**src/source/uart_dbg_pkg.sv**
```systemverilog
// Shared protocol codes, FSM states and bus structs for the UART debug bridge
`default_nettype none

package uart_dbg_pkg;

  ////////////////////////////////////////////////////////////////////////////
  // Protocol
  ////////////////////////////////////////////////////////////////////////////

  // Byte codes seen on the serial line
  typedef enum logic [7:0] {
    CHR_EOT   = 8'h04,
    CHR_ACK   = 8'h06,
    CMD_READ  = 8'h11,
    CMD_WRITE = 8'h12,
    CMD_EXEC  = 8'h13
  } dbg_byte_e;

  // Address and length fields are 8 bytes, little endian
  localparam int unsigned PROTO_FIELD_BYTES = 8;

  typedef enum logic [3:0] {
    IDLE,
    GET_ADDR,
    GET_LEN,
    SEND_ACK,
    XFER_RX,
    BUS,
    XFER_TX,
    SEND_EOT,
    EXEC
  } dbg_state_e;

  ////////////////////////////////////////////////////////////////////////////
  // Buses and streams
  ////////////////////////////////////////////////////////////////////////////

  localparam int unsigned WB_ADR_W = 16;

  // Wishbone classic, byte wide
  typedef struct packed {
    logic                cyc;
    logic                stb;
    logic                we;
    logic [WB_ADR_W-1:0] adr;
    logic [7:0]          dat;
  } wb_req_t;

  typedef struct packed {
    logic       ack;
    logic [7:0] dat;
  } wb_rsp_t;

  typedef struct packed {
    logic       valid;
    logic [7:0] data;
  } byte_strm_t;

  typedef struct packed {
    logic        valid;
    logic [63:0] entry;
  } exec_t;

endpackage

`default_nettype wire

```
**src/source/uart_rx.sv**
```systemverilog
// 8N1 UART receiver; samples each bit at mid-bit and pulses one byte per good frame
`timescale 1ns/1ps
`default_nettype none

module uart_rx #(
  parameter int unsigned ClksPerBit = 16
) (
  input  logic                    clk,
  input  logic                    rst_i,
  input  logic                    rxd_i,
  output uart_dbg_pkg::byte_strm_t byte_o
);

  localparam int unsigned CntW = (ClksPerBit > 2) ? $clog2(ClksPerBit) : 1;
  localparam logic [CntW-1:0] HalfMax = CntW'(ClksPerBit / 2 - 1);
  localparam logic [CntW-1:0] FullMax = CntW'(ClksPerBit - 1);

  logic            rx_meta_q;
  logic            rx_sync_q;
  logic            busy_q;
  logic [3:0]      bit_cnt_q;
  logic [CntW-1:0] clk_cnt_q;
  logic [7:0]      shift_q;
  logic            valid_q;
  logic            sample;

  // Idle line is high, so the synchronizer comes out of reset high
  always_ff @(posedge clk) begin
    if (rst_i) begin
      rx_meta_q <= 1'b1;
      rx_sync_q <= 1'b1;
    end else begin
      rx_meta_q <= rxd_i;
      rx_sync_q <= rx_meta_q;
    end
  end

  // Half a bit to the middle of start, a full bit after that
  assign sample = busy_q && (clk_cnt_q == ((bit_cnt_q == 4'd0) ? HalfMax : FullMax));

  always_ff @(posedge clk) begin
    if (rst_i) begin
      busy_q    <= 1'b0;
      bit_cnt_q <= '0;
      clk_cnt_q <= '0;
      valid_q   <= 1'b0;
    end else begin
      valid_q <= 1'b0;
      if (!busy_q) begin
        clk_cnt_q <= '0;
        bit_cnt_q <= '0;
        if (!rx_sync_q) begin
          busy_q <= 1'b1;
        end
      end else if (sample) begin
        clk_cnt_q <= '0;
        bit_cnt_q <= bit_cnt_q + 4'd1;
        if (bit_cnt_q == 4'd0) begin
          // Line back high at mid start bit, treat as glitch
          if (rx_sync_q) begin
            busy_q <= 1'b0;
          end
        end else if (bit_cnt_q == 4'd9) begin
          busy_q  <= 1'b0;
          valid_q <= rx_sync_q;
        end
      end else begin
        clk_cnt_q <= clk_cnt_q + 1'b1;
      end
    end
  end

  // Data bits arrive LSB first
  always_ff @(posedge clk) begin
    if (sample && bit_cnt_q != 4'd0 && bit_cnt_q != 4'd9) begin
      shift_q <= {rx_sync_q, shift_q[7:1]};
    end
  end

  assign byte_o = '{valid: valid_q, data: shift_q};

endmodule

`default_nettype wire

```
**config.mk**
```make
export PLATFORM = sky130hd
export DESIGN_NAME = uart_rx
export DESIGN_NICKNAME = d
export VERILOG_FILES = /design/src/source/uart_dbg_pkg.sv /design/src/source/uart_rx.sv
export SDC_FILE = /design/constraint.sdc
export NUM_CORES = 1
export LEC_CHECK = 0
export BUFFER_PORTS_ARGS = -buffer_cell sky130_fd_sc_hd__buf_2
export CORE_UTILIZATION = 48
export DETAILED_ROUTE_END_ITERATION = 6
export HOLD_SLACK_MARGIN = 0.15
export PLACE_DENSITY = 0.69
export SLEW_MARGIN = 20
export SYNTH_ARGS = -nofsm -noshare
export SYNTH_HDL_FRONTEND = slang
export SYNTH_SLANG_ARGS = --single-unit
```
**constraint.sdc**
```tcl
create_clock -name clk -period 1.8 [get_ports clk]
set_input_delay 0.09 -clock clk [delete_from_list [all_inputs] [get_ports clk]]
set_output_delay 0.09 -clock clk [all_outputs]
set_load 0.05 [all_outputs]
```
==> impl_metrics.json <==
{
  "worst_ep_arrival_time_ps": 1870,
  "worstPathRequired_ps": 2030,
  "core-area_um2": 1580,
  "dieArea_um2": 1920,
  "cts_sinks": 20,
  "area.sequential_um2": 480,
  "place_congestion": 0.864,
  "synth_xor_area_frac": 0.0104,
  "worst_pin_slew_ps": 284,
  "avgSynthCellArea_um2": 12.4,
  "syn-cell-area_um2": 841,
  "chipHeight_um": 43.9,
  "synth_area_leaders": "dfxtp_1 29%, edfxtp_1 29%, ha_1 6.0%, o211ai_1 2.7%, mux2i_1 2.4%",
  "async_flop_share": 0,
  "synth_ff_type": "dfxtp_1",
  "setup_viol": 0,
  "drv_cap": 0,
  "drc_errors": 0,
  "period_minus_slack_ps": 1630,
  "worstSetupPathType": "reg2reg",
  "slew_viol_final": 0,
  "synth_top_area_frac": 0.286,
  "clockBufferDepth": 2,
  "grt_pass1_vias": 546,
  "synth_edf_count": 8,
  "fin_skew_ps": 2.76,
  "ir_drop_mv": 0.539,
  "post_cts_buffers": 0,
  "antenna_found_initial": 0,
  "end_kind": "flop",
  "relSlewSlack": 0.806,
  "routedWlPerCell_um": 14.0,
  "yosysTopAreaCell": "dfxtp_1",
  "syn_nets": 75,
  "post-dp-hpwl_um": 1020,
  "multi_input_area_um2": 350,
  "post-route-util": 0.622,
  "synth-compound-area-share": 0.107,
  "area_delta_synth_final_pct": 16.7,
  "cts.reportedPaths.clkPinSlew_ps": 110,
  "clkLatencyLatePin_ps": 300,
  "num_rows": 14,
  "slowest_delay_ps": 400,
  "cts_buffers": 3,
  "synth_top_family_by_area": "simple AND/OR/NAND/NOR gates",
  "wirelength_um": 1430,
  "critPathBufInv": 1,
  "r2r_slack_ps": 170,
  "drive_gt1_frac": 0.267,
  "power_leakage_uw": 0.000353,
  "htreeDepth": 1,
  "synthMostInstantiatedCell": "dfxtp_1",
  "rsz0062_at_grt": "false",
  "yosys_warnings": 0,
  "yosys.area_share.simple": 0.176,
  "cpMaxStageDelayCell": "mux2i_4",
  "grt_usage": 0.180,
  "start_util": 0.533,
  "drtIter0Drc": 12,
  "drtAntennaViolNets": 0,
  "num-fill-cells": 130,
  "via_count": 580,
  "synth_mux_area_frac": 0.0536,
  "via_per_inst": 5.69,
  "io_buffers": 11,
  "grt_pass1_wl_um": 2420,
  "ys_seq_area_frac": 0.571,
  "tns_ps": 0,
  "power_density_nw_per_um2": 728,
  "worstHoldPathType": "reg2reg",
  "cp_max_fo": 6,
  "fin_crit_sh": 0.908,
  "ioPinCount": 12,
  "drtPass1Iterations": 5,
  "root_buffer": "clkbuf_4",
  "cp_top_family": "simple AND/OR/NAND/NOR gates",
  "synthAdderAreaFrac": 0.0595,
  "synth_cell_types": 30,
  "nets": 94,
  "fmax_mhz": 612,
  "grt_overflow": 0,
  "outcome": "complete, no violations",
  "syn_inst": 68,
  "worst_setup_path_start_kind": "flop",
  "synth_common_cells": "12 x dfxtp_1, 8 x edfxtp_1, 5 x nand2_1",
  "cp_cell_sequence": "inv_1 > ha_1 > nor3b_4 > mux2i_4 > nor3b_1",
  "grt_max_degree": 12,
  "synth-seq-cells": 20,
  "insertedDiodeCount": 0,
  "cts_tree": "built",
  "hold_viol_final": 0,
  "die_x_um": 43.9
}
[routing by layer]
layer	track usage	vias up	share of wire	routed length (um)
met3	0.0542	2	0.043	61
met2	0.290	16	0.47	679
met1	0.209	270	0.46	664
li1	-	292	-	-
met5	0	-	0	0
met4	0.115	0	0.017	25
[layout make-up]
| cell class | instances | area share |
|---|---|---|
| flip-flops and latches | 20 | 0.490 |
| inverters | 3 | 0.0115 |
| multi-input cells | 44 | 0.357 |
| repair buffers | 15 | 0.0944 |
| well taps | 16 | 0.0204 |
| clock buffers | 3 | 0.0230 |
| clock inverters | 1 | 0.00383 |
[final timing paths]
path | start | endpoint | depth (start not counted)
worst min register to register | rx_meta_q$_SDFF_PP1_ | rx_sync_q$_SDFF_PP1_ | 1
worst max-delay path | bit_cnt_q[0]$_SDFFE_PP0N_ | valid_q$_SDFF_PP0_ | 5
worst max register to register | bit_cnt_q[0]$_SDFFE_PP0N_ | valid_q$_SDFF_PP0_ | 5
worst min-delay path | rx_meta_q$_SDFF_PP1_ | rx_sync_q$_SDFF_PP1_ | 1
[logic make-up (layout without fill, tap and decap cells)]
group,after synthesis,count (layout)
muxes,4,4
adders and majority gates,4,4
DFF,20,20
AOI/OAI and AO/OA,12,12
and+or+nand+nor,23,23
buffers and inverters,4,22
xor gates and xnor gates,1,1
[through the flow]
step	area, um^2	power [uW]	hold slack (ps)	instances	setup WS [ps]
after global routing	981	733	436	102	32.8
after detailed placement	916	499	277	95	130
after CTS	972	722	424	102	91.6
after floorplan	841	493	158	68	58.0
after global placement	916	499	279	95	171
final	981	714	420	102	166
[placed cells by master, fill, tap and decap left out, types with 2 or more instances in the layout]
master / synthesis / layout
a21oi_1: 3 / 3
buf_2: 0 / 11
clkbuf_4: 0 / 3
dfxtp_1: 12 / 12
dlygate4sd3_1: 0 / 3
edfxtp_1: 8 / 8
ha_1: 4 / 4
inv_1: 3 / 3
mux2i_1: 2 / 2
nand2_1: 5 / 5
nand3_1: 3 / 3
nor2b_1: 2 / 2
nor3b_1: 2 / 2
o211ai_1: 3 / 3
o21ai_0: 2 / 2
or2_2: 2 / 2
[where the power goes]
group,total (uW),switching [uW],internal (uW)
clock network,220,139,81.0
logic,18.2,7.32,10.8
registers,476,4.65,471
[sequential cells by signal, indices dropped and copies added (netlist names)]
name / flops
shift_q: 8
bit_cnt_q: 4
clk_cnt_q: 4
busy_q: 1
rx_meta_q: 1
rx_sync_q: 1
valid_q: 1
[repair_timing]
action / CTS / global route
endpoints found under the hold margin: 3 / 0
endpoints found under the setup margin: 0 / 3
hold buffers: 3 / 0
resized for setup: 0 / 1
Note: power is estimated with default switching activity, not from simulation.
