==> src/source/uart_dbg_pkg.sv <==
// Shared protocol codes, FSM states and bus structs for the UART debug bridge
`default_nettype none

package uart_dbg_pkg;

  ////////////////////////////////////////////////////////////////////////////
  // Protocol
  ////////////////////////////////////////////////////////////////////////////

  // Byte codes seen on the serial line
  typedef enum logic [7:0] {
    CHR_EOT   = 8'h04,
    CHR_ACK   = 8'h06,
    CMD_READ  = 8'h11,
    CMD_WRITE = 8'h12,
    CMD_EXEC  = 8'h13
  } dbg_byte_e;

  // Address and length fields are 8 bytes, little endian
  localparam int unsigned PROTO_FIELD_BYTES = 8;

  typedef enum logic [3:0] {
    IDLE,
    GET_ADDR,
    GET_LEN,
    SEND_ACK,
    XFER_RX,
    BUS,
    XFER_TX,
    SEND_EOT,
    EXEC
  } dbg_state_e;

  ////////////////////////////////////////////////////////////////////////////
  // Buses and streams
  ////////////////////////////////////////////////////////////////////////////

  localparam int unsigned WB_ADR_W = 16;

  // Wishbone classic, byte wide
  typedef struct packed {
    logic                cyc;
    logic                stb;
    logic                we;
    logic [WB_ADR_W-1:0] adr;
    logic [7:0]          dat;
  } wb_req_t;

  typedef struct packed {
    logic       ack;
    logic [7:0] dat;
  } wb_rsp_t;

  typedef struct packed {
    logic       valid;
    logic [7:0] data;
  } byte_strm_t;

  typedef struct packed {
    logic        valid;
    logic [63:0] entry;
  } exec_t;

endpackage

`default_nettype wire

==> src/source/dbg_cmd_fsm.sv <==
// Debug protocol engine; parses host commands, replies over UART, masters Wishbone
`timescale 1ns/1ps
`default_nettype none

module dbg_cmd_fsm (
  input  logic                     clk,
  input  logic                     rst_i,
  input  uart_dbg_pkg::byte_strm_t rx_byte_i,
  output uart_dbg_pkg::byte_strm_t tx_byte_o,
  input  logic                     tx_ready_i,
  output uart_dbg_pkg::wb_req_t    wb_req_o,
  input  uart_dbg_pkg::wb_rsp_t    wb_rsp_i,
  output uart_dbg_pkg::exec_t      exec_o
);

  localparam int unsigned FieldW  = 8 * uart_dbg_pkg::PROTO_FIELD_BYTES;
  localparam int unsigned HdrCntW = $clog2(uart_dbg_pkg::PROTO_FIELD_BYTES);
  localparam logic [HdrCntW-1:0] HdrLast = HdrCntW'(uart_dbg_pkg::PROTO_FIELD_BYTES - 1);

  uart_dbg_pkg::dbg_state_e state_q;
  uart_dbg_pkg::dbg_byte_e  cmd_q;
  uart_dbg_pkg::dbg_byte_e  rx_code;
  uart_dbg_pkg::wb_req_t    wb_q;

  logic [FieldW-1:0]  addr_q;
  logic [FieldW-1:0]  len_q;
  logic [HdrCntW-1:0] hdr_cnt_q;
  logic               tx_valid_q;
  logic [7:0]         tx_data_q;
  // Read-ahead slot, lets the next bus read overlap the current frame
  logic               ahead_valid_q;
  logic [7:0]         ahead_data_q;
  logic               tx_fire;
  logic               bus_ack;

  assign rx_code = uart_dbg_pkg::dbg_byte_e'(rx_byte_i.data);
  assign tx_fire = tx_valid_q & tx_ready_i;
  assign bus_ack = wb_q.cyc & wb_rsp_i.ack;

  ////////////////////////////////////////////////////////////////////////////
  // Command FSM
  ////////////////////////////////////////////////////////////////////////////

  always_ff @(posedge clk) begin
    if (rst_i) begin
      state_q       <= uart_dbg_pkg::IDLE;
      cmd_q         <= uart_dbg_pkg::CHR_ACK;
      hdr_cnt_q     <= '0;
      tx_valid_q    <= 1'b0;
      ahead_valid_q <= 1'b0;
      wb_q.cyc      <= 1'b0;
      wb_q.stb      <= 1'b0;
      wb_q.we       <= 1'b0;
    end else begin
      if (tx_fire) begin
        tx_valid_q <= 1'b0;
      end
      // Cycle ends right after ack
      if (bus_ack) begin
        wb_q.cyc <= 1'b0;
        wb_q.stb <= 1'b0;
      end
      unique case (state_q)
        uart_dbg_pkg::IDLE: begin
          if (rx_byte_i.valid) begin
            case (rx_code)
              uart_dbg_pkg::CHR_ACK: begin
                cmd_q      <= uart_dbg_pkg::CHR_ACK;
                tx_data_q  <= uart_dbg_pkg::CHR_ACK;
                tx_valid_q <= 1'b1;
                state_q    <= uart_dbg_pkg::SEND_ACK;
              end
              uart_dbg_pkg::CMD_READ, uart_dbg_pkg::CMD_WRITE, uart_dbg_pkg::CMD_EXEC: begin
                cmd_q     <= rx_code;
                hdr_cnt_q <= '0;
                state_q   <= uart_dbg_pkg::GET_ADDR;
              end
              default: ;
            endcase
          end
        end
        uart_dbg_pkg::GET_ADDR: begin
          if (rx_byte_i.valid) begin
            addr_q    <= {rx_byte_i.data, addr_q[FieldW-1:8]};
            hdr_cnt_q <= hdr_cnt_q + 1'b1;
            if (hdr_cnt_q == HdrLast) begin
              hdr_cnt_q <= '0;
              if (cmd_q == uart_dbg_pkg::CMD_EXEC) begin
                tx_data_q  <= uart_dbg_pkg::CHR_ACK;
                tx_valid_q <= 1'b1;
                state_q    <= uart_dbg_pkg::EXEC;
              end else begin
                state_q <= uart_dbg_pkg::GET_LEN;
              end
            end
          end
        end
        uart_dbg_pkg::GET_LEN: begin
          if (rx_byte_i.valid) begin
            len_q     <= {rx_byte_i.data, len_q[FieldW-1:8]};
            hdr_cnt_q <= hdr_cnt_q + 1'b1;
            if (hdr_cnt_q == HdrLast) begin
              tx_data_q  <= uart_dbg_pkg::CHR_ACK;
              tx_valid_q <= 1'b1;
              state_q    <= uart_dbg_pkg::SEND_ACK;
            end
          end
        end
        uart_dbg_pkg::SEND_ACK: begin
          if (tx_fire) begin
            if (cmd_q == uart_dbg_pkg::CHR_ACK) begin
              state_q <= uart_dbg_pkg::IDLE;
            end else if (len_q == '0) begin
              tx_data_q  <= uart_dbg_pkg::CHR_EOT;
              tx_valid_q <= 1'b1;
              state_q    <= uart_dbg_pkg::SEND_EOT;
            end else if (cmd_q == uart_dbg_pkg::CMD_WRITE) begin
              state_q <= uart_dbg_pkg::XFER_RX;
            end else begin
              state_q <= uart_dbg_pkg::XFER_TX;
            end
          end
        end
        uart_dbg_pkg::XFER_RX: begin
          if (rx_byte_i.valid) begin
            wb_q.cyc <= 1'b1;
            wb_q.stb <= 1'b1;
            wb_q.we  <= 1'b1;
            wb_q.adr <= addr_q[uart_dbg_pkg::WB_ADR_W-1:0];
            wb_q.dat <= rx_byte_i.data;
            state_q  <= uart_dbg_pkg::BUS;
          end
        end
        uart_dbg_pkg::BUS: begin
          if (bus_ack) begin
            wb_q.we <= 1'b0;
            addr_q  <= addr_q + 1'b1;
            len_q   <= len_q - 1'b1;
            if (len_q == FieldW'(1)) begin
              tx_data_q  <= uart_dbg_pkg::CHR_EOT;
              tx_valid_q <= 1'b1;
              state_q    <= uart_dbg_pkg::SEND_EOT;
            end else begin
              state_q <= uart_dbg_pkg::XFER_RX;
            end
          end
        end
        uart_dbg_pkg::XFER_TX: begin
          // Fetch the next byte once the read-ahead slot is free
          if (!wb_q.cyc && !ahead_valid_q && len_q != '0) begin
            wb_q.cyc <= 1'b1;
            wb_q.stb <= 1'b1;
            wb_q.we  <= 1'b0;
            wb_q.adr <= addr_q[uart_dbg_pkg::WB_ADR_W-1:0];
          end
          if (bus_ack) begin
            ahead_data_q  <= wb_rsp_i.dat;
            ahead_valid_q <= 1'b1;
            addr_q        <= addr_q + 1'b1;
            len_q         <= len_q - 1'b1;
          end
          if (ahead_valid_q && (!tx_valid_q || tx_ready_i)) begin
            tx_data_q     <= ahead_data_q;
            tx_valid_q    <= 1'b1;
            ahead_valid_q <= 1'b0;
          end else if (!ahead_valid_q && !wb_q.cyc && len_q == '0 &&
                       (!tx_valid_q || tx_ready_i)) begin
            tx_data_q  <= uart_dbg_pkg::CHR_EOT;
            tx_valid_q <= 1'b1;
            state_q    <= uart_dbg_pkg::SEND_EOT;
          end
        end
        uart_dbg_pkg::SEND_EOT, uart_dbg_pkg::EXEC: begin
          if (tx_fire) begin
            state_q <= uart_dbg_pkg::IDLE;
          end
        end
        default: state_q <= uart_dbg_pkg::IDLE;
      endcase
    end
  end

  ////////////////////////////////////////////////////////////////////////////
  // Outputs
  ////////////////////////////////////////////////////////////////////////////

  assign tx_byte_o = '{valid: tx_valid_q, data: tx_data_q};
  assign wb_req_o  = wb_q;

  // Entry is reported as the host takes the ACK of an EXEC
  assign exec_o = '{valid: (state_q == uart_dbg_pkg::EXEC) && tx_fire, entry: addr_q};

endmodule

`default_nettype wire

==> config.mk <==
export PLATFORM = sky130hd
export DESIGN_NAME = dbg_cmd_fsm
export DESIGN_NICKNAME = d
export VERILOG_FILES = /design/src/source/uart_dbg_pkg.sv /design/src/source/dbg_cmd_fsm.sv
export SDC_FILE = /design/constraint.sdc
export NUM_CORES = 1
export LEC_CHECK = 0
export ABC_AREA = 1
export BUFFER_PORTS_ARGS = -buffer_cell sky130_fd_sc_hd__buf_2
export CAP_MARGIN = 20
export CELL_PAD_IN_SITES_DETAIL_PLACEMENT = 1
export CELL_PAD_IN_SITES_GLOBAL_PLACEMENT = 1
export CORE_MARGIN = 5
export CORE_UTILIZATION = 48
export CTS_CLUSTER_SIZE = 10
export DETAILED_ROUTE_END_ITERATION = 12
export GPL_TIMING_DRIVEN = 0
export PLACE_DENSITY_LB_ADDON = 0.1
export SETUP_SLACK_MARGIN = 0.15
export SLEW_MARGIN = 20
export SYNTH_ARGS = -nofsm -noshare
export SYNTH_HDL_FRONTEND = slang
export SYNTH_SLANG_ARGS = --single-unit
==> constraint.sdc <==
create_clock -name clk -period 13.1 [get_ports clk]
set_input_delay 3.93 -clock clk [delete_from_list [all_inputs] [get_ports clk]]
set_output_delay 3.93 -clock clk [all_outputs]
set_load 0.1 [all_outputs]
==> results of run 1 <==
-- critical path: stages --
cell     delay, ps
buf_2          110
nand2_1        100
nor2_1         140
buf_2          440
-- power by group through the flow --
stage	registers, mW	logic [mW]	clock network, mW
global placement	0.709	0.140	0
global route	0.695	0.166	0.577
detailed placement	0.706	0.153	0
finish	0.693	0.155	0.550
floorplan	0.751	0.0603	0
CTS	0.692	0.154	0.550
-- cell usage after synthesis (all sizes together) (2+ instances only) --
cell / number
nand2: 504
nor2: 308
edfxtp: 168
inv: 156
o21ai: 116
nand3: 71
xor2: 66
nor3: 47
nand4: 28
xnor2: 23
a21oi: 22
buf: 21
dfxtp: 20
clkbuf: 11
ha: 6
nand3b: 6
a22oi: 4
or2: 4
and2: 3
nor3b: 3
clkinv: 2
nor4: 2
-- metal layers --
layer	part of all wire (%)	vias up
met5	0	-
met4	3.9	0
met3	5.9	109
met2	49	441
met1	41	5823
li1	-	5478
-- logic make-up after synthesis --
family | Yosys count
simple gates | 976
compound gates | 149
fa+ha+maj | 6
buf+inv | 190
xor+xnor | 89
flops | 188
-- state kept, by name, summed over array words and instances, names as in the netlist --
register / flops
tx_data_q: 8
ahead_data_q: 8
tx_valid_q: 1
hdr_cnt_q: 3
len_q: 64
addr_q: 64
cmd_q: 8
state_q: 4
ahead_valid_q: 1
wb_req_o: 27
-- worst paths after layout --
check	endpoint	cells past startpoint	startpoint
setup / recovery	exec_o[64]	4	tx_ready_i
hold / removal	cmd_q[6]	2	cmd_q[6]
setup reg to reg	len_q[30]	10	state_q[1]
hold reg to reg	cmd_q[6]	2	cmd_q[6]
-- placed cells by master (no fill, tap or decap), types with 2 or more instances in the layout --
cell,netlist,final
nor3_4,2,2
buf_16,0,5
inv_1,150,150
and2_1,3,3
dfxtp_1,20,20
nand3_2,2,2
nand4_1,28,28
o21ai_0,105,105
nand2_2,5,5
nand3_1,69,69
clkinv_4,0,2
nor3b_1,2,2
clkbuf_16,0,17
inv_8,0,6
buf_2,18,138
a21oi_4,0,2
nor4_1,2,2
ha_1,6,6
nand3b_1,6,6
xor2_1,66,66
clkbuf_1,11,11
o21ai_1,11,11
or2_2,4,4
clkinv_8,0,2
inv_2,6,6
a21oi_1,21,19
clkinv_1,2,3
buf_4,1,2
nor2_1,281,281
nor3_2,3,4
a22oi_1,4,4
nand2_1,498,498
xnor2_1,23,23
clkinvlp_4,0,2
nor2_4,11,11
nor2_2,16,16
edfxtp_1,168,168
nor3_1,42,41
-- cell type report --
| class | instances | share of cell area, % |
|---|---|---|
| clock buffer | 17 | 3.09 |
| inverter | 158 | 4.31 |
| buffer | 32 | 1.12 |
| timing repair buffer | 127 | 5.53 |
| sequential | 188 | 39.6 |
| clock inverter | 15 | 1.27 |
| multi-input combinational | 1220 | 42.1 |
| tap | 324 | 2.95 |
-- metrics by stage --
step / hold WS [ps] / utilization, % / setup WS, ps / area, um2 / power [mW]
floorplan: 424 / - / 3910 / 12000 / 0.812
global placement: 434 / 53.1 / 3160 / 13000 / 0.849
detailed placement: 442 / 53.9 / 4450 / 13100 / 0.858
CTS: 454 / 56.4 / 4440 / 13700 / 1.40
global route: 483 / 56.4 / 4430 / 13700 / 1.44
finish: 449 / 56.4 / 4450 / 13700 / 1.40
==> run metrics, run 1 <==
PwrDens=102 mW/mm2; Max clock buf depth=2; Worst slew margin=45.2%; Via density=5.69; I/O Buffers=120; Clock Pin Slew Worst Setup and Hold Paths=80 ps; Clock Sinks=188; DRT antenna net count=0; CTS Root Cell=clkbuf_16; Post-Syn Area=0.0120 mm2; Die H=168 um; Num CTS Buffers=17; Detail Placement HPWL=34,400 um; busiest layer in global routing=met2; final period demand of the worst path=8650 ps; combinational family with the most area after synthesis=simple AND/OR/NAND/NOR gates; VDD IR max=0.0753 mV; Fin Setup TNS=0 ps; fin crit share=66.1%; Post-Synth XOR/XNOR Area=6.52%; Cell Count, Final, Fillers Out=2,081; core region area=0.0244 mm2; layout cells sized above 1=13.3%; RSZ-0062 raised after global routing=false; top-area cell type share of the netlist area=42.2%; drt total wl=44,300 um; status=complete, no violations; crit path kind=in -> out; final hold viol count=0; CP arrival=4720 ps; P_leak=5.45 nW; met1 GRT Util=39.0%; Post-synth EDFFs=168; Multi-input gate area=0.00579 mm2; sw power=0.417 mW; Clock H-tree levels=4; drt first-iter violations=937; CTS tree=done; Skew-Pair Late Insertion Delay=450 ps; met2 usage=54.6%; Starting Density=49.0%; clock share of power=39.4%; Yosys top cell by area=edfxtp_1; multiplexer share of the synthesized area=0%; Netlist cell types=43; first-pass GRT wire length=68,600 um; R2R setup slack=9820 ps; Mapped Cells=1,598; RD Place Congestion=0.963; filler instances=3,167; crit path capture type=output port; Mapped Avg Cell Area=7.48 um2; total global-route track usage=30.9%; largest net degree at the start of global routing=24; syn_nets=1,625; Switching Fraction=29.8%; Synth async-reset ratio=0%; Top FF cell, synth=edfxtp_1; sequential area share after synthesis=45.6%; f_max=116 MHz; Setup Buffers After CTS=0; DRC viols=0; worst min path class=reg -> reg; Compound-Gate Fraction of Synth Area=6.48%; synthesized flop and latch total=188; synth warn=0; dpl cells=2,049; Final #Nets=1,771; crit path max fanout=3; hold buffer count at CTS=0; Startpoint Class=input port; I/O pin cnt=122; # rows=57; design internal power=0.981 mW; DR vias=11,900; combinational power share=11.1%; Max-Cap Viols=0; initial antenna violation count=0; Synth Area in Simple Gates=34.6%; # diodes=0; router iterations before antenna repair=5; DR WL/cell=21.3 um; Final Slew Violations=0; vias in the first global route=12,400; top cells by area, synth=edfxtp_1 (42%), nand2_1 (16%), nor2_1 (8.8%); share of power burned in registers=49.6%; GRT overflow=0; final setup fails=0; Die Footprint=0.0282 mm2; Adder-Cell Fraction of Synth Area=0.628%; Worst EP required=9170 ps; die width=168 um; Synth-to-Final Area Change=15.0%; Reg area=0.00545 mm2; Worst-Margin Slew=818 ps; CTS resizes=0; met3 Use GR=3.70%; Clock Skews=20.1 ps
Power figures use the tool's default switching activity.
==> run 2: changes to the inputs <==
- ABC_AREA: 1 -> 0
- CORE_UTILIZATION: 48 -> 46
- clock period: 13.1 -> 9 ns (I/O delays scaled with it)
==> run metrics, run 2 <==
status=complete, no violations; Synth async-reset ratio=0% (unchanged); dominant cell by count in the synthesized netlist=edfxtp_1; synthesized flop and latch total=188 (unchanged); final setup fails=0 (unchanged); final period demand of the worst path=6090 ps; synth warn=0 (unchanged); Cell Count, Final, Fillers Out=1,518 (-27%); Netlist cell types=65 (+51%); Mapped Cells=1,068 (-33%); crit path kind=in -> out; Setup Buffers After CTS=0 (unchanged); # diodes=0 (unchanged); top-area cell type share of the netlist area=47.9% (+5.7 points); drt first-iter violations=635 (-32%); I/O Buffers=121 (+0.83%); Startpoint Class=input port; Clock Pin Slew Worst Setup and Hold Paths=80 ps (about the same); sequential area share after synthesis=51.7% (+6.1 points); total global-route track usage=24.3% (-6.6 points); Via density=5.99 (+5.1%); vias in the first global route=9,327 (-25%); slowest CP cell=buf_2; Die H=161 um (-3.9%); commonest non-fill, non-tap cell in the layout=edfxtp_1; crit path max fanout=3 (unchanged); setup ws final=2910 ps (-1540 ps); I/O pin cnt=122 (unchanged); VDD IR max=0.115 mV (+52%); pre-CTS setup slack=2910 ps (-1540 ps); worst min path class=reg -> reg; top cells by area, synth=edfxtp_1 (48%), o21ai_0 (6.0%), nand2_1 (5.6%); Worst EP required=6300 ps (-2870 ps); DRC viols=0 (unchanged); Final #Nets=1,247 (-30%); syn_nets=1,095 (-33%); Top FF cell, synth=edfxtp_1; drt total wl=31,700 um (-28%); Final Util=54.5% (-1.8 points); Worst-Margin Slew=1120 ps (+301 ps); Starting Density=46.7% (-2.3 points); Final Slew Violations=0 (unchanged); Die Footprint=0.0260 mm2 (-7.6%); hold buffer count at CTS=0 (unchanged); Skew-Pair Late Insertion Delay=450 ps (about the same); PwrDens=145 mW/mm2 (+42%); core region area=0.0226 mm2 (-7.5%); crit path capture type=output port; RD Place Congestion=0.880 (-8.6%); crit-path most repeated cell=buf_2; Max-Cap Viols=0 (unchanged); Synth-to-Final Area Change=16.8%; most frequent cells in the layout=edfxtp_1 (168), nand2_1 (158), o21ai_0 (126), buf_2 (123), xnor2_1 (58); DRT antenna net count=0 (unchanged); Post-synth EDFFs=168 (unchanged); Num CTS Buffers=17 (unchanged); initial antenna violation count=0 (unchanged); Max stage delay on crit path=430 ps (about the same); Clock Sinks=188 (unchanged); Post-Syn Area=0.0105 mm2 (-12%); P_leak=4.16 nW (-24%); DR vias=9,089 (-23%); Max clock buf depth=2 (unchanged); Clock H-tree levels=4 (unchanged); DR WL/cell=20.9 um (-1.9%); CTS Root Cell=clkbuf_16; Design Area, Final=0.0123 mm2 (-10%); Mapped Avg Cell Area=9.87 um2 (+32%); fin crit share=67.7%; CTS resizes=0 (unchanged); router iterations before antenna repair=5 (unchanged); CTS tree=done; f_max=164 MHz; RSZ-0062 raised after global routing=false; # rows=55 (-3.5%); commonest cells in the netlist=edfxtp_1 (168), nand2_1 (158), o21ai_0 (126); die width=161 um (-3.9%); largest net degree at the start of global routing=25 (+4.2%); Area after DPL=0.0117 mm2 (-11%); Yosys top cell by area=edfxtp_1; first-pass GRT wire length=50,900 um (-26%); Detail Placement HPWL=23,200 um (-33%); worst path cell trace=buf_2 -> nand2_1 -> nor2_1 -> buf_2; CP arrival=3390 ps (-1330 ps); dpl cells=1,486 (-27%); GRT overflow=0 (unchanged); Clock Skews=16.3 ps (-3.77 ps); final hold viol count=0 (unchanged); Final Power=1.78 mW (+27%); layout cells sized above 1=16.2% (+3.0 points); Worst slew margin=24.7% (-20 points)
[run 2: cell type report]
cell class                 count  area (um2)
clock inverter                15         201
multi-input combinational    817        4870
timing repair buffer         133         757
tap                          285         357
inverter                      13        48.8
clock buffer                  17         425
fill                        2611       10300
sequential                   188        5450
buffer                        50         201
[run 2: where the power goes]
part	internal [mW]	total, mW	switching [mW]	leakage (nW)
Sequential	0.940	0.942	0.00204	1.66
Combinational	0.0123	0.0376	0.0253	2.19
Clock	0.386	0.800	0.414	0.303
Total	1.34	1.78	0.442	4.16
[run 2: per-stage QoR]
stage,hold WS [ps],TNS (ps)
floorplan,421,0
global route,489,0
finish,464,0
detailed placement,440,0
CTS,463,0
global placement,438,-123710
[run 2: worst max-delay path: cells and delay by family]
| kind | cells | cell delay [ps] |
|---|---|---|
| buffers and inverters | 2 | 530 |
| AND/OR/NAND/NOR | 2 | 160 |
[run 2: logic make-up (layout without fill, tap and decap cells)]
group           count (synthesis)  in the layout  share of synthesized area [%]
mux                             2              2                          0.202
xor+xnor                      109            109                           9.06
compound gates                204            204                           10.9
fa+ha+maj                       6              6                          0.712
flops                         188            188                           51.7
simple gates                  496            496                           25.0
buf+inv                        63            228                           2.37
[run 2: path summary, 6_finish.rpt]
path	start	end	slack [ps]	depth (start not counted)
max	tx_ready_i	exec_o[64]	2910	4
min	cmd_q[6]	cmd_q[6]	460	1
max reg2reg	len_q[12]	tx_data_q[5]	5270	6
min reg2reg	cmd_q[6]	cmd_q[6]	460	1
[run 2: routing by layer]
layer | up-vias | track usage [%] | wire (um)
met4 | 0 | 6.79 | 716
li1 | 4257 | - | -
met5 | - | 0 | 0
met1 | 4523 | 33.4 | 14600
met2 | 262 | 39.3 | 14800
met3 | 47 | 5.00 | 1560
