`config.mk`:
```
export PLATFORM = sky130hd
export DESIGN_NAME = uart_tx
export DESIGN_NICKNAME = d
export VERILOG_FILES = /design/src/source/uart_dbg_pkg.sv /design/src/source/uart_tx.sv
export SDC_FILE = /design/constraint.sdc
export NUM_CORES = 1
export LEC_CHECK = 0
export ABC_CLOCK_PERIOD_IN_PS = 1710
export BUFFER_PORTS_ARGS = -buffer_cell sky130_fd_sc_hd__buf_2
export CORE_UTILIZATION = 45
export DETAILED_ROUTE_END_ITERATION = 12
export PLACE_DENSITY = 0.66
export SLEW_MARGIN = 25
export SYNTH_ARGS = -nofsm -noshare
export SYNTH_HDL_FRONTEND = slang
export SYNTH_SLANG_ARGS = --single-unit
```
`constraint.sdc`:
```
create_clock -name clk -period 1.71 [get_ports clk]
set_clock_uncertainty 0.15 [all_clocks]
set_input_delay 0.342 -clock clk [delete_from_list [all_inputs] [get_ports clk]]
set_output_delay 0.342 -clock clk [all_outputs]
set_load 0.01 [all_outputs]
```
`src/source/uart_dbg_pkg.sv`:
```
// Shared protocol codes, FSM states and bus structs for the UART debug bridge
`default_nettype none

package uart_dbg_pkg;

  ////////////////////////////////////////////////////////////////////////////
  // Protocol
  ////////////////////////////////////////////////////////////////////////////

  // Byte codes seen on the serial line
  typedef enum logic [7:0] {
    CHR_EOT   = 8'h04,
    CHR_ACK   = 8'h06,
    CMD_READ  = 8'h11,
    CMD_WRITE = 8'h12,
    CMD_EXEC  = 8'h13
  } dbg_byte_e;

  // Address and length fields are 8 bytes, little endian
  localparam int unsigned PROTO_FIELD_BYTES = 8;

  typedef enum logic [3:0] {
    IDLE,
    GET_ADDR,
    GET_LEN,
    SEND_ACK,
    XFER_RX,
    BUS,
    XFER_TX,
    SEND_EOT,
    EXEC
  } dbg_state_e;

  ////////////////////////////////////////////////////////////////////////////
  // Buses and streams
  ////////////////////////////////////////////////////////////////////////////

  localparam int unsigned WB_ADR_W = 16;

  // Wishbone classic, byte wide
  typedef struct packed {
    logic                cyc;
    logic                stb;
    logic                we;
    logic [WB_ADR_W-1:0] adr;
    logic [7:0]          dat;
  } wb_req_t;

  typedef struct packed {
    logic       ack;
    logic [7:0] dat;
  } wb_rsp_t;

  typedef struct packed {
    logic       valid;
    logic [7:0] data;
  } byte_strm_t;

  typedef struct packed {
    logic        valid;
    logic [63:0] entry;
  } exec_t;

endpackage

`default_nettype wire

```
`src/source/uart_tx.sv`:
```
// 8N1 UART transmitter with valid/ready handshake on the byte input
`timescale 1ns/1ps
`default_nettype none

module uart_tx #(
  parameter int unsigned ClksPerBit = 16
) (
  input  logic                    clk,
  input  logic                    rst_i,
  input  uart_dbg_pkg::byte_strm_t byte_i,
  output logic                    ready_o,
  output logic                    txd_o
);

  localparam int unsigned CntW = (ClksPerBit > 2) ? $clog2(ClksPerBit) : 1;
  localparam logic [CntW-1:0] FullMax = CntW'(ClksPerBit - 1);

  logic            busy_q;
  logic [9:0]      frame_q;
  logic [3:0]      bit_cnt_q;
  logic [CntW-1:0] clk_cnt_q;
  logic            bit_end;

  assign bit_end = busy_q && (clk_cnt_q == FullMax);

  always_ff @(posedge clk) begin
    if (rst_i) begin
      busy_q    <= 1'b0;
      bit_cnt_q <= '0;
      clk_cnt_q <= '0;
    end else if (!busy_q) begin
      clk_cnt_q <= '0;
      bit_cnt_q <= '0;
      if (byte_i.valid) begin
        busy_q <= 1'b1;
      end
    end else if (bit_end) begin
      clk_cnt_q <= '0;
      bit_cnt_q <= bit_cnt_q + 4'd1;
      // End of stop bit frees the transmitter
      if (bit_cnt_q == 4'd9) begin
        busy_q <= 1'b0;
      end
    end else begin
      clk_cnt_q <= clk_cnt_q + 1'b1;
    end
  end

  // Stop, data LSB first, start; shifted out from bit 0
  always_ff @(posedge clk) begin
    if (!busy_q && byte_i.valid) begin
      frame_q <= {1'b1, byte_i.data, 1'b0};
    end else if (bit_end) begin
      frame_q <= {1'b1, frame_q[9:1]};
    end
  end

  assign ready_o = ~busy_q;
  assign txd_o   = busy_q ? frame_q[0] : 1'b1;

endmodule

`default_nettype wire

```
==> impl_metrics.json, run 1 <==
{
  "place_inst": 95,
  "timing_worst_setup_path_type": "reg -> reg",
  "finalCritPeriodShare": 0.9346,
  "grt_setup_unrepaired": "false",
  "async_reset_ff_frac": 0,
  "design_area_um2": 879.6,
  "finalHoldViolCount": 0,
  "grt_pass1_vias": 518,
  "cp_cell_sequence": "ha_1 > and4_1 > buf_4 > a22o_1",
  "clock_latency_ns": 0.30,
  "cell_type_of_the_slowest_stage_on_the_worst_timing_path": "sky130_fd_sc_hd__dfxtp_1",
  "synthAdderAreaFrac": 0.04854,
  "finalNonFillerCells": 99,
  "worstHoldPathCells": 2,
  "arrival_ns": 1.50,
  "tightestPinTransition_ns": 0.2420,
  "critical_path.reg2reg.startpoint": "clk_cnt_q[0]$_SDFF_PP0_",
  "synth_top_cell_by_area": "sky130_fd_sc_hd__edfxtp_1",
  "yosys.area_share.simple": 0.1796,
  "n_antenna_cell": 0,
  "clock.fmax_mhz": 625.7,
  "die_w_um": 43.45,
  "worstHoldStart": "rst_i",
  "drc_errors": 0,
  "critical_path_buf_inv_count": 1,
  "status": "finished clean",
  "globalRouteMet3Util": 0.03750,
  "critical-path-top-delay-family": "flip-flops",
  "library_cell_used_as_clock_root_buffer": "sky130_fd_sc_hd__clkbuf_4",
  "cts_tree": "yes",
  "floorplan.rows": 14,
  "synthesis.area_per_instance_um2": 11.54,
  "clkSinkCount": 18,
  "design.portCount": 13,
  "core_um2": 1559,
  "synth_compound_gate_area_share": 0.1327,
  "place.port_buffers": 12,
  "drt_first_pass_iters": 4,
  "power.density_nw_per_um2": 848.2,
  "clock_pin_slew_of_the_registers_on_the_worst_case_setup_and_hold_paths_ns": 0.10,
  "dr.first_iter.drc_count": 10,
  "clock_path_buffers": 2,
  "synth_nets": 81,
  "cts_buffers": 3,
  "area_growth_syn_to_layout_pct": 13.75,
  "synth-edff-count": 8,
  "critical_path_maximum_fanout": 11,
  "h_tree_level_count": 1,
  "grt.met2_usage": 0.2697,
  "drv_slew": 0,
  "die_area_um2": 1888,
  "global_route.overflow_total": 0,
  "post_synth_instance_area_um2": 773.2,
  "power.static_leakage_nw": 0.3618,
  "synth_xor_xnor_area_share": 0.03398,
  "finalCoreUtilization": 0.5642,
  "yosys-mux-area-fraction": 0,
  "post_detailed_placement_cell_area_um2": 852.1,
  "ys_top_cells_by_area": "sky130_fd_sc_hd__edfxtp_1 (31%), sky130_fd_sc_hd__dfxtp_1 (26%), sky130_fd_sc_hd__a22o_1 (7.9%), sky130_fd_sc_hd__ha_1 (4.9%), sky130_fd_sc_hd__nand2_1 (2.9%)",
  "final_wirelength_mm": 1.332,
  "finalWeightedCongestion": 0.6678,
  "synth_flop_cell": "sky130_fd_sc_hd__dfxtp_1",
  "setup_tns_ns": 0,
  "holdCritPathClass": "in -> reg",
  "ff2ff_setup_slack_ns": 0.11,
  "grt_usage": 0.1692,
  "reg2reg_depth": 4,
  "setup.worst_path.start_class": "register",
  "crit_path_end_kind": "register",
  "vias": 525,
  "layout-drive-gt1-share": 0.2410,
  "max-slew-margin-rel": 0.8382,
  "cap_viol_max_count": 0,
  "ys_ff_latch": 18,
  "max_incr_delay_on_cp_ns": 0.34,
  "largest_family_of_logic_cells_by_synthesized_area": "simple AND/OR/NAND/NOR gates",
  "synth_cell_types": 24,
  "ys_seq_area_frac": 0.5696,
  "num-nets-final": 98,
  "floorplan.initialDensity": 0.4960,
  "initial_antenna_violation_count": 0,
  "post_cts_hold_buffer_count": 0,
  "global_route_wire_length_before_repair_mm": 2.277,
  "grt_max_degree": 12,
  "route.detailed.vias_per_inst": 5.303,
  "detail_route.wl_per_cell_um": 13.45,
  "worst_ep_required_time_ns": 1.61,
  "max-vdd-ir-drop_uv": 596.2,
  "route.antenna.remaining_nets": 0,
  "fp.dieH_um": 43.45,
  "synthDominantCellAreaShare": 0.3107,
  "grt_util_met1": 0.2216,
  "crit-reg2reg-capture": "frame_q[5]$_DFFE_PP_",
  "final_period_minus_worst_setup_slack_ns": 1.598,
  "setup_violations": 0,
  "worstSetupPathDepth": 4,
  "worstHoldEndpoint": "busy_q$_SDFF_PP0_",
  "place.detailed.hpwl_um": 977.9,
  "filler_cell_count": 151,
  "busiest_layer": "met2",
  "synth_warnings": 0,
  "post_synth_inst_count": 67
}
==> worst max-delay path by stage <==
stage	to	from	slack [ns]
global placement	frame_q[1]$_DFFE_PP_	clk_cnt_q[0]$_SDFF_PP0_	0.16
CTS	txd_o	busy_q$_SDFF_PP0_	0.02
finish	frame_q[5]$_DFFE_PP_	clk_cnt_q[0]$_SDFF_PP0_	0.11
detailed placement	frame_q[5]$_DFFE_PP_	clk_cnt_q[0]$_SDFF_PP0_	0.12
global route	frame_q[1]$_DFFE_PP_	clk_cnt_q[0]$_SDFF_PP0_	0.05
floorplan	frame_q[1]$_DFFE_PP_	clk_cnt_q[0]$_SDFF_PP0_	0.17
==> cell type report <==
type,instances,area (µm²),area share
multi-input combinational,44,305.3,0.3471
clock buffer,3,22.52,0.02560
tap,16,20.02,0.02276
timing repair buffer,14,75.07,0.08535
inverter,3,11.26,0.01280
clock inverter,1,3.754,0.004267
sequential,18,441.7,0.5021
==> through the flow <==
step | power [mW] | worst slack (ns) | hold WS [ns]
after global routing | 0.7803 | 0.05214 | 0.05655
after global placement | 0.5325 | 0.1590 | 0.2802
after detailed placement | 0.5354 | 0.1240 | 0.2907
after floorplan | 0.5097 | 0.1737 | 0.2644
final | 0.7460 | 0.1118 | 0.07109
after CTS | 0.7531 | 0.01545 | 0.07368
==> report_power, final <==
group	leakage (nW)	switching, mW	internal, mW	total, mW
clock network	0.0154	0.136	0.0849	0.221
registers	0.160	0.00891	0.466	0.475
logic	0.186	0.0244	0.0258	0.0502
==> cells in the final DEF, fill, tap and decap left out, drive strengths merged, types with 2 or more instances in the layout <==
master / instances
nand2: 6
or3: 2
ha: 3
o21ai: 2
inv: 3
dfxtp: 10
a22o: 7
nand3: 2
buf: 14
nor2: 6
or2b: 2
xnor2: 2
a21oi: 3
clkbuf: 3
edfxtp: 8
==> sequential cells by signal (all words and copies together), names as in the netlist <==
register,cells
bit_cnt_q,4
busy_q,1
clk_cnt_q,4
frame_q,9
==> cells in the mapped netlist, types with 2 or more instances <==
| cell | n |
|---|---|
| sky130_fd_sc_hd__nand2_1 | 6 |
| sky130_fd_sc_hd__o21ai_0 | 2 |
| sky130_fd_sc_hd__nand3_1 | 2 |
| sky130_fd_sc_hd__or2b_1 | 2 |
| sky130_fd_sc_hd__nor2_1 | 6 |
| sky130_fd_sc_hd__ha_1 | 3 |
| sky130_fd_sc_hd__or3_1 | 2 |
| sky130_fd_sc_hd__xnor2_1 | 2 |
| sky130_fd_sc_hd__a21oi_1 | 3 |
| sky130_fd_sc_hd__edfxtp_1 | 8 |
| sky130_fd_sc_hd__a22o_1 | 7 |
| sky130_fd_sc_hd__dfxtp_1 | 10 |
| sky130_fd_sc_hd__inv_1 | 3 |
==> logic make-up after synthesis <==
| logic type | after synthesis |
|---|---|
| AO/OA/AOI/OAI | 14 |
| adder cells (fa/ha/maj) | 3 |
| AND/OR/NAND/NOR | 24 |
| XOR/XNOR | 3 |
| flip-flops | 18 |
| buffers and inverters | 5 |
==> layer usage <==
metal	wire, µm	up-vias	part of all wire
li1	-	275	-
met1	632	238	0.47
met3	39	2	0.029
met4	13	0	0.0098
met2	647	10	0.49
met5	0	-	0
==> worst register-to-register path: cells and delay by family, from the launching register on <==
family                   cells  cell delay (ns)
buffers and inverters        1             0.17
adder cells (fa/ha/maj)      1             0.26
AO/OA/AOI/OAI                1             0.25
flip-flops                   1             0.34
AND/OR/NAND/NOR              1             0.19
==> what timing repair did <==
item,4_1_cts,5_1_grt
gates resized for setup,0,1
setup endpoints to repair,0,1
buffers inserted,0,0
Power figures use the tool's default switching activity.
==> run 2: changes to the inputs <==
--- a/config.mk
+++ b/config.mk
@@ -10,6 +10,7 @@
 export CORE_UTILIZATION = 45
 export DETAILED_ROUTE_END_ITERATION = 12
 export PLACE_DENSITY = 0.66
+export RECOVER_POWER = 50
 export SLEW_MARGIN = 25
 export SYNTH_ARGS = -nofsm -noshare
 export SYNTH_HDL_FRONTEND = slang
==> run 2 against run 1 <==
Worst hold slack got worse by 0.0026 ns. Non-clock buffer count unchanged. Power about the same. Die area unchanged. Combinational power decreased by 1%. Critical path depth unchanged. Clock-buffer cell count unchanged. Worst setup slack about the same. Clock power about the same. Largest power group unchanged.
==> impl_metrics.json, run 2 (synthesis gave the netlist of run 1 again) <==
{
  "status": "finished clean",
  "tightestPinTransition_ns": 0.2417,
  "finalCoreUtilization": 0.5626,
  "clock.fmax_mhz": 625.9,
  "fp.dieH_um": 43.45,
  "filler_cell_count": 152,
  "grt_usage": 0.1692,
  "max-vdd-ir-drop_uv": 594.9,
  "area_growth_syn_to_layout_pct": 13.43,
  "layout-drive-gt1-share": 0.2169,
  "clock_pin_slew_of_the_registers_on_the_worst_case_setup_and_hold_paths_ns": 0.10,
  "finalCritPeriodShare": 0.9344,
  "cts_buffers": 3,
  "design_area_um2": 877.1,
  "clkSinkCount": 18,
  "sequential_cell_area_um2": 441.7,
  "grt_max_degree": 12,
  "die_area_um2": 1888,
  "power.density_nw_per_um2": 851.0,
  "worstHoldStart": "rst_i",
  "global_route.overflow_total": 0,
  "dr.first_iter.drc_count": 10,
  "place.detailed.hpwl_um": 977.9,
  "n_antenna_cell": 0,
  "initial_antenna_violation_count": 0,
  "power.static_leakage_nw": 0.3574,
  "place.port_buffers": 12,
  "timing_worst_setup_path_type": "reg -> reg",
  "die_w_um": 43.45,
  "max-slew-margin-rel": 0.8384,
  "floorplan.rows": 14,
  "max_flop_register": "frame_q",
  "detail_route.wl_per_cell_um": 13.55,
  "final_period_minus_worst_setup_slack_ns": 1.598,
  "num-nets-final": 98,
  "clock_path_buffers": 2,
  "drv_slew": 0,
  "drc_errors": 0,
  "route.detailed.vias_per_inst": 5.333,
  "critical_path.reg2reg.startpoint": "clk_cnt_q[0]$_SDFF_PP0_",
  "design.portCount": 13,
  "grt_pass1_vias": 518,
  "drt_first_pass_iters": 4,
  "grt_setup_unrepaired": "false",
  "most_frequent_standard_cell_in_the_layout_excluding_fill_and_tap_cells": "sky130_fd_sc_hd__buf_2",
  "largestRegisters": "frame_q x9, bit_cnt_q x4, clk_cnt_q x4",
  "finalWeightedCongestion": 0.6678,
  "critical_path.startpoint": "clk_cnt_q[0]$_SDFF_PP0_",
  "floorplan.initialDensity": 0.4960,
  "library_cell_used_as_clock_root_buffer": "sky130_fd_sc_hd__clkbuf_4",
  "finalHoldViolCount": 0,
  "layout.cells.most_common_list": "sky130_fd_sc_hd__buf_2 (10), sky130_fd_sc_hd__dfxtp_1 (9), sky130_fd_sc_hd__edfxtp_1 (8)",
  "core_um2": 1559,
  "critical_path_maximum_fanout": 11,
  "flip_flop_count_of_the_largest_register_all_copies_and_words_added": 9,
  "h_tree_level_count": 1,
  "global_route_wire_length_before_repair_mm": 2.277,
  "cap_viol_max_count": 0,
  "setup.worst_path.start_class": "register",
  "worst_ep_required_time_ns": 1.61,
  "clock_latency_ns": 0.30,
  "multiInputGateArea_um2": 305.3,
  "vias": 528,
  "fin_hold_ws_ns": 0.06852,
  "setup_tns_ns": 0,
  "holdCritPathClass": "in -> reg",
  "cts_tree": "yes",
  "setup_violations": 0,
  "final_wirelength_mm": 1.341,
  "route.antenna.remaining_nets": 0,
  "crit_path_end_kind": "register",
  "arrival_ns": 1.50,
  "post_cts_hold_buffer_count": 0,
  "post_detailed_placement_cell_area_um2": 852.1
}
run 2: changes by cell type in the layout (fill, tap and decap cells not counted), sizes merged:
| cell | before | now |
|---|---|---|
| buf | 14 | 12 |
| clkbuf | 3 | 5 |
run 2: final cells by class:
cell class	instances	area share
well taps	16	0.02282
multi-input cells	44	0.3481
clock buffers	3	0.02568
clock inverters	1	0.004280
repair buffers	14	0.08274
inverters	3	0.01284
flip-flops and latches	18	0.5036
run 2: power by group:
part	switching (mW)	internal, mW	total (mW)
clock network	0.137	0.0850	0.222
registers	0.00892	0.466	0.475
logic	0.0246	0.0250	0.0495
total	0.170	0.576	0.746
run 2: worst max-delay path, cell delays in order (launching register included):
cell and delay, ns:
sky130_fd_sc_hd__dfxtp_1 0.34, sky130_fd_sc_hd__ha_1 0.26, sky130_fd_sc_hd__and4_1 0.18, sky130_fd_sc_hd__buf_4 0.17, sky130_fd_sc_hd__a22o_1 0.25
run 2: path summary, 6_finish.rpt:
kind / slack, ns / to / depth (start not counted)
min reg2reg: 0.30 / clk_cnt_q[0]$_SDFF_PP0_ / 1
max reg2reg: 0.11 / frame_q[5]$_DFFE_PP_ / 4
max: 0.11 / frame_q[5]$_DFFE_PP_ / 4
min: 0.07 / busy_q$_SDFF_PP0_ / 2
run 2: what timing repair did:
| action | in CTS | in global routing |
|---|---|---|
| buffers inserted | 0 | 0 |
| endpoints found under the setup margin | 0 | 1 |
| gates resized for setup | 0 | 1 |
run 2: routing by layer:
metal  GRT usage  vias up  part of all wire
met5           0        -                 0
met4     0.07500        0             0.016
met3     0.03750        4             0.035
met2      0.2697       11              0.47
met1      0.2216      238              0.47
li1            -      275                 -
run 2: stage by stage:
| stage | setup WS, ns | power, mW | instances |
|---|---|---|---|
| floorplan | 0.1737 | 0.5097 | 67 |
| global placement | 0.1590 | 0.5325 | 95 |
| detailed placement | 0.1240 | 0.5354 | 95 |
| CTS | 0.01545 | 0.7531 | 99 |
| global route | 0.05214 | 0.7795 | 99 |
| finish | 0.1122 | 0.7464 | 99 |
==> run 3: changes to the inputs <==
--- a/config.mk
+++ b/config.mk
@@ -8,6 +8,7 @@
 export ABC_CLOCK_PERIOD_IN_PS = 1710
 export BUFFER_PORTS_ARGS = -buffer_cell sky130_fd_sc_hd__buf_2
 export CORE_UTILIZATION = 45
+export CTS_BUF_LIST = sky130_fd_sc_hd__clkbuf_8
 export DETAILED_ROUTE_END_ITERATION = 12
 export PLACE_DENSITY = 0.66
 export RECOVER_POWER = 50
@@ -15,3 +16,4 @@
 export SYNTH_ARGS = -nofsm -noshare
 export SYNTH_HDL_FRONTEND = slang
 export SYNTH_SLANG_ARGS = --single-unit
+export TNS_END_PERCENT = 1
==> run 3 against run 2 <==
Power rose by 11%. Cell count did not move. First-iteration DRC count shrank 40%.
==> impl_metrics.json, run 3 (synthesis gave the netlist of run 1 again) <==
{
  "floorplan.rows": 14,
  "area_growth_syn_to_layout_pct": 15.53,
  "most_frequent_standard_cell_in_the_layout_excluding_fill_and_tap_cells": "sky130_fd_sc_hd__buf_2",
  "cell_type_of_the_slowest_stage_on_the_worst_timing_path": "sky130_fd_sc_hd__dfxtp_1",
  "die_area_um2": 1888,
  "power.static_leakage_nw": 0.3665,
  "clock_pin_slew_of_the_registers_on_the_worst_case_setup_and_hold_paths_ns": 0.07,
  "dr.first_iter.drc_count": 6,
  "clock.fmax_mhz": 619.0,
  "post_cts_resized": 0,
  "global_route.overflow_total": 0,
  "die_w_um": 43.45,
  "max_incr_delay_on_cp_ns": 0.49,
  "detail_route.wl_per_cell_um": 13.48,
  "h_tree_level_count": 1,
  "route.antenna.remaining_nets": 0,
  "cts_tree": "yes",
  "arrival_ns": 1.12,
  "max-slew-margin-rel": 0.8071,
  "wl_met3_um": 41,
  "grt_setup_unrepaired": "false",
  "clock_latency_ns": 0.25,
  "status": "finished clean",
  "ff2ff_setup_slack_ns": 0.11,
  "max_flop_register": "frame_q",
  "global_route_wire_length_before_repair_mm": 2.290,
  "maxUsedRoutingLayer": "met4",
  "grt_max_degree": 12,
  "core_um2": 1559,
  "grt_pass1_vias": 517,
  "drv_slew": 0,
  "place.detailed.hpwl_um": 977.9,
  "drc_errors": 0,
  "fp.dieH_um": 43.45,
  "finalCoreUtilization": 0.5730,
  "floorplan.initialDensity": 0.4960,
  "multiInputGateArea_um2": 305.3,
  "initial_antenna_violation_count": 0,
  "drt_first_pass_iters": 4,
  "layout.cells.most_common_list": "sky130_fd_sc_hd__buf_2 (11), sky130_fd_sc_hd__dfxtp_1 (10), sky130_fd_sc_hd__edfxtp_1 (8)",
  "clkSinkCount": 18,
  "crit_path_end_kind": "primary output",
  "grt_usage": 0.1709,
  "setup_violations": 0,
  "final_period_minus_worst_setup_slack_ns": 1.615,
  "flip_flop_count_of_the_largest_register_all_copies_and_words_added": 9,
  "largestRegisters": "frame_q x9, bit_cnt_q x4, clk_cnt_q x4",
  "met2RoutedLength_um": 663,
  "finalHoldViolCount": 0,
  "cts_post_setup_buffers_inserted": 0,
  "n_antenna_cell": 0,
  "cap_viol_max_count": 0,
  "finalWorstSetupSlack_ns": 0.09453,
  "design.portCount": 13,
  "reg2reg_depth": 4,
  "route.detailed.vias_per_inst": 5.394,
  "place.port_buffers": 12,
  "timing_worst_setup_path_type": "reg -> out",
  "tightestPinTransition_ns": 0.2890,
  "setup_tns_ns": 0,
  "post_cts_hold_buffer_count": 0,
  "sequential_cell_area_um2": 440.4,
  "critical_path_maximum_fanout": 8,
  "max-vdd-ir-drop_uv": 542.9,
  "route.layer.met1.wl_um": 621,
  "finalWeightedCongestion": 0.6678,
  "holdCritPathClass": "in -> reg",
  "filler_cell_count": 149,
  "power.density_nw_per_um2": 926.3,
  "endpoint": "txd_o",
  "fin_hold_ws_ns": 0.1206,
  "finalCritPeriodShare": 0.9447,
  "library_cell_used_as_clock_root_buffer": "sky130_fd_sc_hd__clkbuf_8",
  "worst_ep_required_time_ns": 1.22,
  "cp_cell_sequence": "or2b_1 > buf_2",
  "vias": 534,
  "setup.worst_path.start_class": "register",
  "final_wirelength_mm": 1.335,
  "critical_path.startpoint": "busy_q$_SDFF_PP0_",
  "critical_path.reg2reg.startpoint": "clk_cnt_q[0]$_SDFF_PP0_",
  "detailedPlace.worstSlack_ns": 0.1240,
  "clock_path_buffers": 2,
  "num-nets-final": 98,
  "crit-reg2reg-capture": "frame_q[5]$_DFFE_PP_",
  "cts_buffers": 3,
  "layout-drive-gt1-share": 0.2169
}
==> run 3: changes by cell type in the layout (fill, tap and decap cells not counted) <==
| cell | change |
|---|---|
| sky130_fd_sc_hd__buf_4 | -1 |
| sky130_fd_sc_hd__clkbuf_8 | +3 |
| sky130_fd_sc_hd__clkbuf_1 | -1 |
| sky130_fd_sc_hd__dfxtp_1 | +1 |
| sky130_fd_sc_hd__buf_2 | +1 |
| sky130_fd_sc_hd__clkbuf_4 | -3 |
| sky130_fd_sc_hd__dfxtp_2 | -1 |
| sky130_fd_sc_hd__clkbuf_2 | +1 |
==> run 3: through the flow <==
step / total power [mW] / std cells / area [µm²]
after global routing: 0.8647 / 99 / 893.4
after global placement: 0.5325 / 95 / 852.1
final: 0.8275 / 99 / 893.4
after floorplan: 0.5097 / 67 / 773.2
after detailed placement: 0.5354 / 95 / 852.1
after CTS: 0.8368 / 99 / 897.1
==> run 3: per-layer routing <==
layer,global-route usage,vias up
met5,0,-
met4,0.05625,0
met3,0.05000,2
met2,0.2697,10
met1,0.2270,248
li1,-,274
==> run 3: how the worst min path moves through the flow <==
stage | startpoint | to | slack, ns | cells past startpoint
2_1_floorplan | rst_i | busy_q$_SDFF_PP0_ | 0.26 | 1
3_3_place_gp | clk_cnt_q[0]$_SDFF_PP0_ | clk_cnt_q[0]$_SDFF_PP0_ | 0.28 | 1
3_5_place_dp | clk_cnt_q[0]$_SDFF_PP0_ | clk_cnt_q[0]$_SDFF_PP0_ | 0.29 | 1
4_1_cts | rst_i | busy_q$_SDFF_PP0_ | 0.12 | 2
5_1_grt | rst_i | busy_q$_SDFF_PP0_ | 0.12 | 2
6_report | rst_i | busy_q$_SDFF_PP0_ | 0.12 | 2
==> run 3: layout make-up <==
type | instances | area share
clock buffer | 3 | 0.04622
tap | 16 | 0.02241
inverter | 3 | 0.01261
multi-input combinational | 44 | 0.3417
clock inverter | 1 | 0.004202
timing repair buffer | 14 | 0.07983
sequential | 18 | 0.4930
==> run 3: worst max-delay path, delay by kind of cell, from the launching register on <==
family        cells  cell delay (ns)
flops             1             0.49
buf+inv           1             0.13
simple gates      1             0.25
==> run 3: power breakdown <==
part	internal, mW	switching [mW]
clock	0.159	0.144
combinational	0.0244	0.0244
sequential	0.466	0.00894
